===== src/logic/cpuPkg.sv =====
package cpuPkg;

    localparam int dataWidth = 32;     // bus and register word size
    localparam int numRegs = 16;
    localparam int regAddrWidth = 4;

    // decoded command opcodes
    typedef enum logic [3:0] {
        opLoad = 4'd0,   // cmdData -> MDR -> Ra
        opAdd  = 4'd1,
        opSub  = 4'd2,
        opAnd  = 4'd3,
        opOr   = 4'd4,
        opShl  = 4'd5,
        opShr  = 4'd6,   // logical
        opNeg  = 4'd7,   // Rc only
        opNot  = 4'd8,   // Rc only
        opMul  = 4'd9,   // 64-bit result into HI/LO
        opDiv  = 4'd10   // quotient in LO, remainder in HI
    } cpuOp;

endpackage


===== src/logic/registerFile.sv =====
`timescale 1ns/1ps

module registerFile import cpuPkg::*; (
    input  logic                    clk,
    input  logic                    rst,
    input  logic [regAddrWidth-1:0] regSel,
    input  logic                    writeEn,
    input  logic [dataWidth-1:0]    writeData,
    output logic [dataWidth-1:0]    readData
);

    logic [dataWidth-1:0] regs [numRegs];

    assign readData = regs[regSel];  // bus read port

    always_ff @(posedge clk) begin
        if (rst) begin
            for (int i = 0; i < numRegs; i++) begin
                regs[i] <= '0;
            end
        end else if (writeEn) begin
            regs[regSel] <= writeData;
        end
    end

endmodule


===== src/logic/alu.sv =====
`timescale 1ns/1ps

module alu import cpuPkg::*; (
    input  cpuOp                 aluOp,
    input  logic [dataWidth-1:0] a,      // Y
    input  logic [dataWidth-1:0] b,      // bus
    output logic [dataWidth-1:0] result
);

    localparam int shWidth = $clog2(dataWidth);

    logic [shWidth-1:0] shAmt;

    assign shAmt = b[shWidth-1:0];

    always_comb begin
        case (aluOp)
            opAdd:   result = a + b;
            opSub:   result = a - b;
            opAnd:   result = a & b;
            opOr:    result = a | b;
            opShl:   result = a << shAmt;
            opShr:   result = a >> shAmt;  // zero fill
            opNeg:   result = -b;
            opNot:   result = ~b;
            default: result = '0;          // load, mul and div don't use the alu
        endcase
    end

endmodule


===== src/logic/mulDiv.sv =====
`timescale 1ns/1ps

module mulDiv import cpuPkg::*; (
    input  logic                   clk,
    input  logic                   rst,
    input  logic                   start,
    input  logic                   isDiv,
    input  logic [dataWidth-1:0]   a,
    input  logic [dataWidth-1:0]   b,
    output logic                   done,
    output logic [2*dataWidth-1:0] product
);

    localparam int cntWidth = $clog2(dataWidth);

    logic                   busy;
    logic [cntWidth-1:0]    count;
    logic                   divMode;
    logic                   negRes;   // product or quotient sign
    logic                   negRem;   // remainder follows the dividend
    logic                   divZero;
    logic [dataWidth-1:0]   aMag;
    logic [dataWidth-1:0]   bMag;
    logic [dataWidth-1:0]   divisor;  // multiplicand for mul
    logic [dataWidth-1:0]   quo;      // multiplier bits for mul
    logic [dataWidth:0]     acc;
    logic [dataWidth:0]     sum;
    logic [dataWidth:0]     shifted;
    logic [dataWidth:0]     diff;
    logic [2*dataWidth-1:0] mulMag;
    logic [dataWidth-1:0]   quotient;
    logic [dataWidth-1:0]   remainder;

    assign aMag = a[dataWidth-1] ? -a : a;
    assign bMag = b[dataWidth-1] ? -b : b;

    assign sum = {1'b0, acc[dataWidth-1:0]} + (quo[0] ? {1'b0, divisor} : '0);
    assign shifted = {acc[dataWidth-1:0], quo[dataWidth-1]};
    assign diff = shifted - {1'b0, divisor};  // msb set means restore

    always_ff @(posedge clk) begin
        if (rst) begin
            busy <= 1'b0;
            done <= 1'b0;
            count <= '0;
        end else begin
            done <= 1'b0;
            if (start) begin
                busy <= 1'b1;
                count <= '0;
            end else if (busy) begin
                count <= count + 1'b1;
                if (count == cntWidth'(dataWidth - 1)) begin
                    busy <= 1'b0;
                    done <= 1'b1;
                end
            end
        end
    end

    always_ff @(posedge clk) begin
        if (start) begin
            divMode <= isDiv;
            negRes <= a[dataWidth-1] ^ b[dataWidth-1];
            negRem <= a[dataWidth-1];
            divZero <= (b == '0);
            divisor <= bMag;
            quo <= aMag;
            acc <= '0;
        end else if (busy) begin
            if (divMode) begin
                if (diff[dataWidth]) begin
                    acc <= shifted;
                    quo <= {quo[dataWidth-2:0], 1'b0};
                end else begin
                    acc <= diff;
                    quo <= {quo[dataWidth-2:0], 1'b1};
                end
            end else begin
                acc <= {1'b0, sum[dataWidth:1]};          // shift {sum, quo} right
                quo <= {sum[0], quo[dataWidth-1:1]};
            end
        end
    end

    // sign fixup on the magnitude results
    assign mulMag = {acc[dataWidth-1:0], quo};
    assign quotient = divZero ? '1 : (negRes ? -quo : quo);
    assign remainder = negRem ? -acc[dataWidth-1:0] : acc[dataWidth-1:0];
    assign product = divMode ? {remainder, quotient} : (negRes ? -mulMag : mulMag);

endmodule


===== src/logic/datapath.sv =====
`timescale 1ns/1ps

module datapath import cpuPkg::*; (
    input  logic                    clk,
    input  logic                    rst,
    input  logic [dataWidth-1:0]    cmdData,
    input  logic                    mdrIn,
    input  logic                    regIn,
    input  logic                    regOutSel,
    input  logic [regAddrWidth-1:0] regSel,
    input  logic                    yIn,
    input  logic                    zIn,
    input  logic                    zLowOut,
    input  logic                    zHighOut,
    input  logic                    mdrOut,
    input  logic                    loIn,
    input  logic                    hiIn,
    input  cpuOp                    aluOp,
    input  logic                    mdStart,
    output logic                    mdDone,
    output logic [dataWidth-1:0]    busValue,
    output logic [dataWidth-1:0]    zLow,
    output logic [dataWidth-1:0]    zHigh,
    output logic [dataWidth-1:0]    loValue,
    output logic [dataWidth-1:0]    hiValue
);

    logic [dataWidth-1:0]   mdr;
    logic [dataWidth-1:0]   y;
    logic [dataWidth-1:0]   regRead;
    logic [dataWidth-1:0]   aluResult;
    logic [2*dataWidth-1:0] mdProduct;
    logic                   isDiv;
    logic                   isMd;

    assign isDiv = (aluOp == opDiv);
    assign isMd = (aluOp == opMul) || isDiv;

    // one driver at a time, the sequencer never raises two outs
    always_comb begin
        if (mdrOut) begin
            busValue = mdr;
        end else if (regOutSel) begin
            busValue = regRead;
        end else if (zLowOut) begin
            busValue = zLow;
        end else if (zHighOut) begin
            busValue = zHigh;
        end else begin
            busValue = '0;
        end
    end

    registerFile u_regs (
        .clk       (clk),
        .rst       (rst),
        .regSel    (regSel),
        .writeEn   (regIn),
        .writeData (busValue),
        .readData  (regRead)
    );

    alu u_alu (
        .aluOp  (aluOp),
        .a      (y),
        .b      (busValue),
        .result (aluResult)
    );

    mulDiv u_mulDiv (
        .clk     (clk),
        .rst     (rst),
        .start   (mdStart),
        .isDiv   (isDiv),
        .a       (y),
        .b       (busValue),
        .done    (mdDone),
        .product (mdProduct)
    );

    always_ff @(posedge clk) begin
        if (rst) begin
            mdr <= '0;
            y <= '0;
            zLow <= '0;
            zHigh <= '0;
            loValue <= '0;
            hiValue <= '0;
        end else begin
            if (mdrIn) mdr <= cmdData;
            if (yIn) y <= busValue;
            if (zIn) begin
                {zHigh, zLow} <= isMd ? mdProduct : {{dataWidth{1'b0}}, aluResult};
            end
            if (loIn) loValue <= busValue;
            if (hiIn) hiValue <= busValue;
        end
    end

endmodule


===== src/logic/controlUnit.sv =====
`timescale 1ns/1ps

module controlUnit import cpuPkg::*; (
    input  logic                    clk,
    input  logic                    rst,
    input  logic                    cmdValid,
    input  cpuOp                    cmdOp,
    input  logic [regAddrWidth-1:0] cmdRa,
    input  logic [regAddrWidth-1:0] cmdRb,
    input  logic [regAddrWidth-1:0] cmdRc,
    input  logic                    mdDone,
    input  logic                    pushReady,
    output logic                    cmdReady,
    output logic                    mdrIn,
    output logic                    regIn,
    output logic                    regOutSel,
    output logic [regAddrWidth-1:0] regSel,
    output logic                    yIn,
    output logic                    zIn,
    output logic                    zLowOut,
    output logic                    zHighOut,
    output logic                    mdrOut,
    output logic                    loIn,
    output logic                    hiIn,
    output cpuOp                    aluOp,
    output logic                    mdStart,
    output logic                    pushValid,
    output logic                    resFromHiLo
);

    typedef enum logic [3:0] {
        idle, loadA, loadB, t3, t4, mdWait, t5, t6, push
    } ctrlState;

    ctrlState                state;
    ctrlState                nextState;
    cpuOp                    opQ;
    logic [regAddrWidth-1:0] raQ;
    logic [regAddrWidth-1:0] rbQ;
    logic [regAddrWidth-1:0] rcQ;
    logic                    isMd;

    assign isMd = (opQ == opMul) || (opQ == opDiv);
    assign aluOp = opQ;
    assign resFromHiLo = isMd;

    always_ff @(posedge clk) begin
        if (rst) begin
            state <= idle;
            opQ <= opLoad;
            raQ <= '0;
            rbQ <= '0;
            rcQ <= '0;
        end else begin
            state <= nextState;
            if (cmdValid && cmdReady) begin  // latch the accepted command
                opQ <= cmdOp;
                raQ <= cmdRa;
                rbQ <= cmdRb;
                rcQ <= cmdRc;
            end
        end
    end

    always_comb begin
        nextState = state;
        cmdReady = 1'b0;
        mdrIn = 1'b0;
        regIn = 1'b0;
        regOutSel = 1'b0;
        regSel = raQ;
        yIn = 1'b0;
        zIn = 1'b0;
        zLowOut = 1'b0;
        zHighOut = 1'b0;
        mdrOut = 1'b0;
        loIn = 1'b0;
        hiIn = 1'b0;
        mdStart = 1'b0;
        pushValid = 1'b0;
        case (state)
            idle: begin
                cmdReady = 1'b1;
                if (cmdValid) nextState = (cmdOp == opLoad) ? loadA : t3;
            end
            loadA: begin
                mdrIn = 1'b1;
                nextState = loadB;
            end
            loadB: begin
                mdrOut = 1'b1;
                regIn = 1'b1;
                pushValid = 1'b1;
                nextState = pushReady ? idle : push;
            end
            t3: begin  // Rb -> Y
                regOutSel = 1'b1;
                regSel = rbQ;
                yIn = 1'b1;
                nextState = t4;
            end
            t4: begin  // Rc on the bus
                regOutSel = 1'b1;
                regSel = rcQ;
                if (isMd) begin
                    mdStart = 1'b1;
                    nextState = mdWait;
                end else begin
                    zIn = 1'b1;
                    nextState = t5;
                end
            end
            mdWait: begin
                if (mdDone) begin
                    zIn = 1'b1;
                    nextState = t5;
                end
            end
            t5: begin
                zLowOut = 1'b1;
                if (isMd) begin
                    loIn = 1'b1;
                    nextState = t6;
                end else begin
                    regIn = 1'b1;  // write back to Ra
                    pushValid = 1'b1;
                    nextState = pushReady ? idle : push;
                end
            end
            t6: begin
                zHighOut = 1'b1;
                hiIn = 1'b1;
                pushValid = 1'b1;
                nextState = pushReady ? idle : push;
            end
            push: begin
                // buffer was full, keep the result on the bus without writing
                mdrOut = (opQ == opLoad);
                zLowOut = (opQ != opLoad);
                pushValid = 1'b1;
                if (pushReady) nextState = idle;
            end
            default: nextState = idle;
        endcase
    end

endmodule


===== src/logic/resultFifo.sv =====
`timescale 1ns/1ps

module resultFifo import cpuPkg::*; #(
    parameter int fifoDepth = 4  // power of two, at least 2
) (
    input  logic                 clk,
    input  logic                 rst,
    input  logic                 inValid,
    input  logic [dataWidth-1:0] inLo,
    input  logic [dataWidth-1:0] inHi,
    input  logic                 outReady,
    output logic                 inReady,
    output logic                 outValid,
    output logic [dataWidth-1:0] outLo,
    output logic [dataWidth-1:0] outHi
);

    localparam int ptrWidth = $clog2(fifoDepth);

    logic [dataWidth-1:0] memLo [fifoDepth];
    logic [dataWidth-1:0] memHi [fifoDepth];
    logic [ptrWidth-1:0]  wrPtr;
    logic [ptrWidth-1:0]  rdPtr;
    logic [ptrWidth:0]    count;
    logic                 doPush;
    logic                 doPop;

    assign inReady = (count != (ptrWidth + 1)'(fifoDepth));
    assign outValid = (count != '0);
    assign doPush = inValid && inReady;
    assign doPop = outValid && outReady;
    assign outLo = memLo[rdPtr];  // show-ahead head entry
    assign outHi = memHi[rdPtr];

    always_ff @(posedge clk) begin
        if (rst) begin
            wrPtr <= '0;
            rdPtr <= '0;
            count <= '0;
        end else begin
            if (doPush) wrPtr <= wrPtr + 1'b1;  // wraps, depth is a power of two
            if (doPop) rdPtr <= rdPtr + 1'b1;
            count <= count + (ptrWidth + 1)'(doPush) - (ptrWidth + 1)'(doPop);
        end
    end

    always_ff @(posedge clk) begin
        if (doPush) begin
            memLo[wrPtr] <= inLo;
            memHi[wrPtr] <= inHi;
        end
    end

endmodule


===== src/logic/cpuTop.sv =====
`timescale 1ns/1ps

module cpuTop import cpuPkg::*; #(
    parameter int fifoDepth = 4
) (
    input  logic                    clk,
    input  logic                    rst,
    input  logic                    cmdValid,
    input  cpuOp                    cmdOp,
    input  logic [regAddrWidth-1:0] cmdRa,
    input  logic [regAddrWidth-1:0] cmdRb,
    input  logic [regAddrWidth-1:0] cmdRc,
    input  logic [dataWidth-1:0]    cmdData,
    input  logic                    resReady,
    output logic                    cmdReady,
    output logic                    resValid,
    output logic [dataWidth-1:0]    resLo,
    output logic [dataWidth-1:0]    resHi
);

    logic                    mdrIn;
    logic                    regIn;
    logic                    regOutSel;
    logic [regAddrWidth-1:0] regSel;
    logic                    yIn;
    logic                    zIn;
    logic                    zLowOut;
    logic                    zHighOut;
    logic                    mdrOut;
    logic                    loIn;
    logic                    hiIn;
    cpuOp                    aluOp;
    logic                    mdStart;
    logic                    mdDone;
    logic                    pushValid;
    logic                    pushReady;
    logic                    resFromHiLo;
    logic [dataWidth-1:0]    dataHold;
    logic [dataWidth-1:0]    busValue;
    logic [dataWidth-1:0]    zLow;
    logic [dataWidth-1:0]    zHigh;
    logic [dataWidth-1:0]    pushLo;
    logic [dataWidth-1:0]    pushHi;

    // load data has to survive until MDR takes it in loadA
    always_ff @(posedge clk) begin
        if (cmdValid && cmdReady) dataHold <= cmdData;
    end

    // Z holds the full HI/LO pair from t6 on
    assign pushLo = resFromHiLo ? zLow : busValue;
    assign pushHi = resFromHiLo ? zHigh : '0;

    controlUnit u_ctrl (
        .clk         (clk),
        .rst         (rst),
        .cmdValid    (cmdValid),
        .cmdOp       (cmdOp),
        .cmdRa       (cmdRa),
        .cmdRb       (cmdRb),
        .cmdRc       (cmdRc),
        .mdDone      (mdDone),
        .pushReady   (pushReady),
        .cmdReady    (cmdReady),
        .mdrIn       (mdrIn),
        .regIn       (regIn),
        .regOutSel   (regOutSel),
        .regSel      (regSel),
        .yIn         (yIn),
        .zIn         (zIn),
        .zLowOut     (zLowOut),
        .zHighOut    (zHighOut),
        .mdrOut      (mdrOut),
        .loIn        (loIn),
        .hiIn        (hiIn),
        .aluOp       (aluOp),
        .mdStart     (mdStart),
        .pushValid   (pushValid),
        .resFromHiLo (resFromHiLo)
    );

    datapath u_dp (
        .clk       (clk),
        .rst       (rst),
        .cmdData   (dataHold),
        .mdrIn     (mdrIn),
        .regIn     (regIn),
        .regOutSel (regOutSel),
        .regSel    (regSel),
        .yIn       (yIn),
        .zIn       (zIn),
        .zLowOut   (zLowOut),
        .zHighOut  (zHighOut),
        .mdrOut    (mdrOut),
        .loIn      (loIn),
        .hiIn      (hiIn),
        .aluOp     (aluOp),
        .mdStart   (mdStart),
        .mdDone    (mdDone),
        .busValue  (busValue),
        .zLow      (zLow),
        .zHigh     (zHigh),
        .loValue   (),
        .hiValue   ()
    );

    resultFifo #(
        .fifoDepth (fifoDepth)
    ) u_fifo (
        .clk      (clk),
        .rst      (rst),
        .inValid  (pushValid),
        .inLo     (pushLo),
        .inHi     (pushHi),
        .outReady (resReady),
        .inReady  (pushReady),
        .outValid (resValid),
        .outLo    (resLo),
        .outHi    (resHi)
    );

endmodule


===== config.mk =====
export PLATFORM = sky130hd
export DESIGN_NAME = cpuTop
export DESIGN_NICKNAME = d
export VERILOG_FILES = /design/src/logic/cpuPkg.sv /design/src/logic/registerFile.sv /design/src/logic/alu.sv /design/src/logic/mulDiv.sv /design/src/logic/datapath.sv /design/src/logic/controlUnit.sv /design/src/logic/resultFifo.sv /design/src/logic/cpuTop.sv
export SDC_FILE = /design/constraint.sdc
export NUM_CORES = 2
export LEC_CHECK = 0
export BUFFER_PORTS_ARGS = -buffer_cell sky130_fd_sc_hd__buf_4
export CAP_MARGIN = 20
export CORE_ASPECT_RATIO = 2
export CORE_MARGIN = 5
export CORE_UTILIZATION = 48
export CTS_BUF_LIST = sky130_fd_sc_hd__clkbuf_16
export DETAILED_ROUTE_END_ITERATION = 10
export GPL_TIMING_DRIVEN = 0
export PLACE_DENSITY_LB_ADDON = 0.3
export SLEW_MARGIN = 20
export SYNTH_ARGS = -nofsm -noshare
export SYNTH_HDL_FRONTEND = slang
export SYNTH_HIERARCHICAL = 1
export SYNTH_SLANG_ARGS = --single-unit

===== constraint.sdc =====
create_clock -name clk -period 6.7 [get_ports clk]
set_input_delay 1.34 -clock clk [delete_from_list [all_inputs] [get_ports clk]]
set_output_delay 1.34 -clock clk [all_outputs]
set_load 0.1 [all_outputs]

==> flow_summary.toml <==
[status]
status = "finished with violations"
violations = "negative setup slack"

[power]
p_int_mw = 15.2
ir_drop_uv = 337
p_leak_nw = 25.4
p_per_area_nw_per_um2 = 399
combPwrFrac_pct = 50.0
switching_share_pct = 46.2
p_clk_share_pct = 19.7
p_switching_mw = 13.0
sequentialPowerShare_pct = 30.4

[sta]
maxSlewViolCount = 0
final.setup.tns_ns = -2.15
maxClockFrequency_ghz = 0.140
worstMarginPinSlew_ns = 1.31
rsz0062_at_grt = "true"
clock_skew_ns = 0.0813
min_period_ns = 7.16
fin_crit_sh_pct = 107
hold_viol = 0
setup_violations = 19
whs_ns = 0.467
worst_slack_ns = -0.465
maxSlewHeadroom_pct = 12.5

[critical_path]
max_stage_delay_ns = 0.61
endpoint_kind = "flop"
start_kind = "flop"
crit_arrival_ns = 7.81
crit_type = "flop to flop"
critPathRequiredTime_ns = 7.35
crit_top_cell = "buf_4"
cp_slowest_cell = "or4_4"
crit_fanout = 13

[grt]
grt_util_all_layers_pct = 40.9
grt-ovfl-total = 0
grt_pass1_vias = 50216
grt_max_degree = 47
grt_antenna_before_repair = 25
grt_pass1_wl_um = 387000

[placed_design]
gp_congestion = 1.11
io_buffer_count = 117
hpwl_um = 222000
post_dp_cell_area_sq_um = 64700
post-place-ws_ns = -4.45

[routing]
drtAntennaViolNets = 0
vias_per_cell = 6.57
drc = 0
wl_per_cell_um = 38.0
vias = 49148
dr.pass1.iters = 6
wirelength_um = 285000
drtIter0Drc = 4924

[clock_network]
cts_buffers = 93
clockBufferDepth = 3
ctsRootBufferMaster = "clkbuf_16"
clk-insertion-delay-late_ns = 0.80
hold_buffers = 0
htree_levels = 3
cts_tree = "yes"
clkTransAtPathRegs_ns = 0.08
clkSinkCount = 1064

[cells_and_area]
drive_above_1_share_pct = 18.8
regMostFlops = "u_dp/u_regs/regs"
final_cell_area_sq_um = 70600
fillerInstances = 10943
largest_reg_flops = 512
area_delta_synth_final_pct = 14.9
finalNetCount = 5950
layout_common_cells = "edfxtp_1, and2_1, nor2_1, nand2_1, a21oi_1"
largestRegisters = "u_dp/u_regs/regs (512), u_fifo/memHi (128), u_fifo/memLo (128)"
layout_commonest_cell = "edfxtp_1"

[floorplanning]
dieHeight_um = 516
start_util_pct = 48.3
die_w_um = 263
rows = 185
boundaryPins = 118
die-area_sq_um = 136000
coreArea_sq_um = 127000

[logic_synthesis]
syn_avg_cell_area_sq_um = 11.4
synth_fp_nets = 5644
yosysWarnings = 6
syn_area_sq_um = 61400
synth_cells = 5407

[flow_run]
cap_violations = 0

[min_path]
hold_path_class = "flop to flop"
## power by group through the flow
stage          clock network [mW]  registers [mW]  logic [mW]
4_1_cts                      5.60            8.49        13.1
5_1_grt                      5.86            8.54        14.4
3_3_place_gp                    0            8.62        12.1
6_report                     5.54            8.55        14.1
2_1_floorplan                   0            8.23        7.73
3_5_place_dp                    0            8.62        12.2
## critical path: cells and delay by family (launching register included)
family          cells  cell delay, ns
simple gates        9            2.36
compound gates     10            2.24
buf+inv             8            1.67
fa+ha+maj           1            0.38
flops               1            0.32
## layer usage
| layer | wire length (um) | global-route usage [%] |
|---|---|---|
| met1 | 78400 | 33.4 |
| met2 | 145000 | 72.8 |
| met3 | 17600 | 10.5 |
| met4 | 43100 | 47.8 |
| met5 | 109 | 0 |
## metrics by stage
step                instances  total power [mW]  utilization [%]
floorplan                5407              16.0                -
global placement         7207              20.7             50.7
detailed placement       7223              20.9             50.9
CTS                      7435              27.2             54.8
global route             7474              28.8             55.5
finish                   7484              28.2             55.5
## worst paths after layout
| path | from | to | slack (ns) | cells past startpoint |
|---|---|---|---|---|
| setup / recovery | u_ctrl/state[3]$_SDFFE_PP0P_ | u_dp/zLow[27]$_SDFFE_PP0P_ | -0.46 | 28 |
| hold / removal | u_ctrl/rbQ[3]$_SDFFE_PP0P_ | u_ctrl/rbQ[3]$_SDFFE_PP0P_ | 0.47 | 2 |
| hold reg to reg | u_ctrl/rbQ[3]$_SDFFE_PP0P_ | u_ctrl/rbQ[3]$_SDFFE_PP0P_ | 0.47 | 2 |
| setup reg to reg | u_ctrl/state[3]$_SDFFE_PP0P_ | u_dp/zLow[27]$_SDFFE_PP0P_ | -0.46 | 28 |
## area by class of cell
cell class	count	area (sq um)	area share [%]
tap	1683	2110	2.98
antenna	14	35.0	0.0496
multi-input combinational	3765	30400	43.1
clock inverter	76	774	1.10
sequential	1064	30000	42.5
buffer	387	2310	3.27
clock buffer	93	2330	3.30
timing repair buffer	218	1890	2.67
inverter	184	708	1.00
## what timing repair did
| action | in CTS | in global routing |
|---|---|---|
| setup endpoints to repair | 55 | 28 |
| gates resized for setup | 365 | 129 |
| pin swaps | 47 | 63 |
| cloned | 1 | 0 |
| buffers inserted | 46 | 38 |
Note: power is estimated with default switching activity, not from simulation.
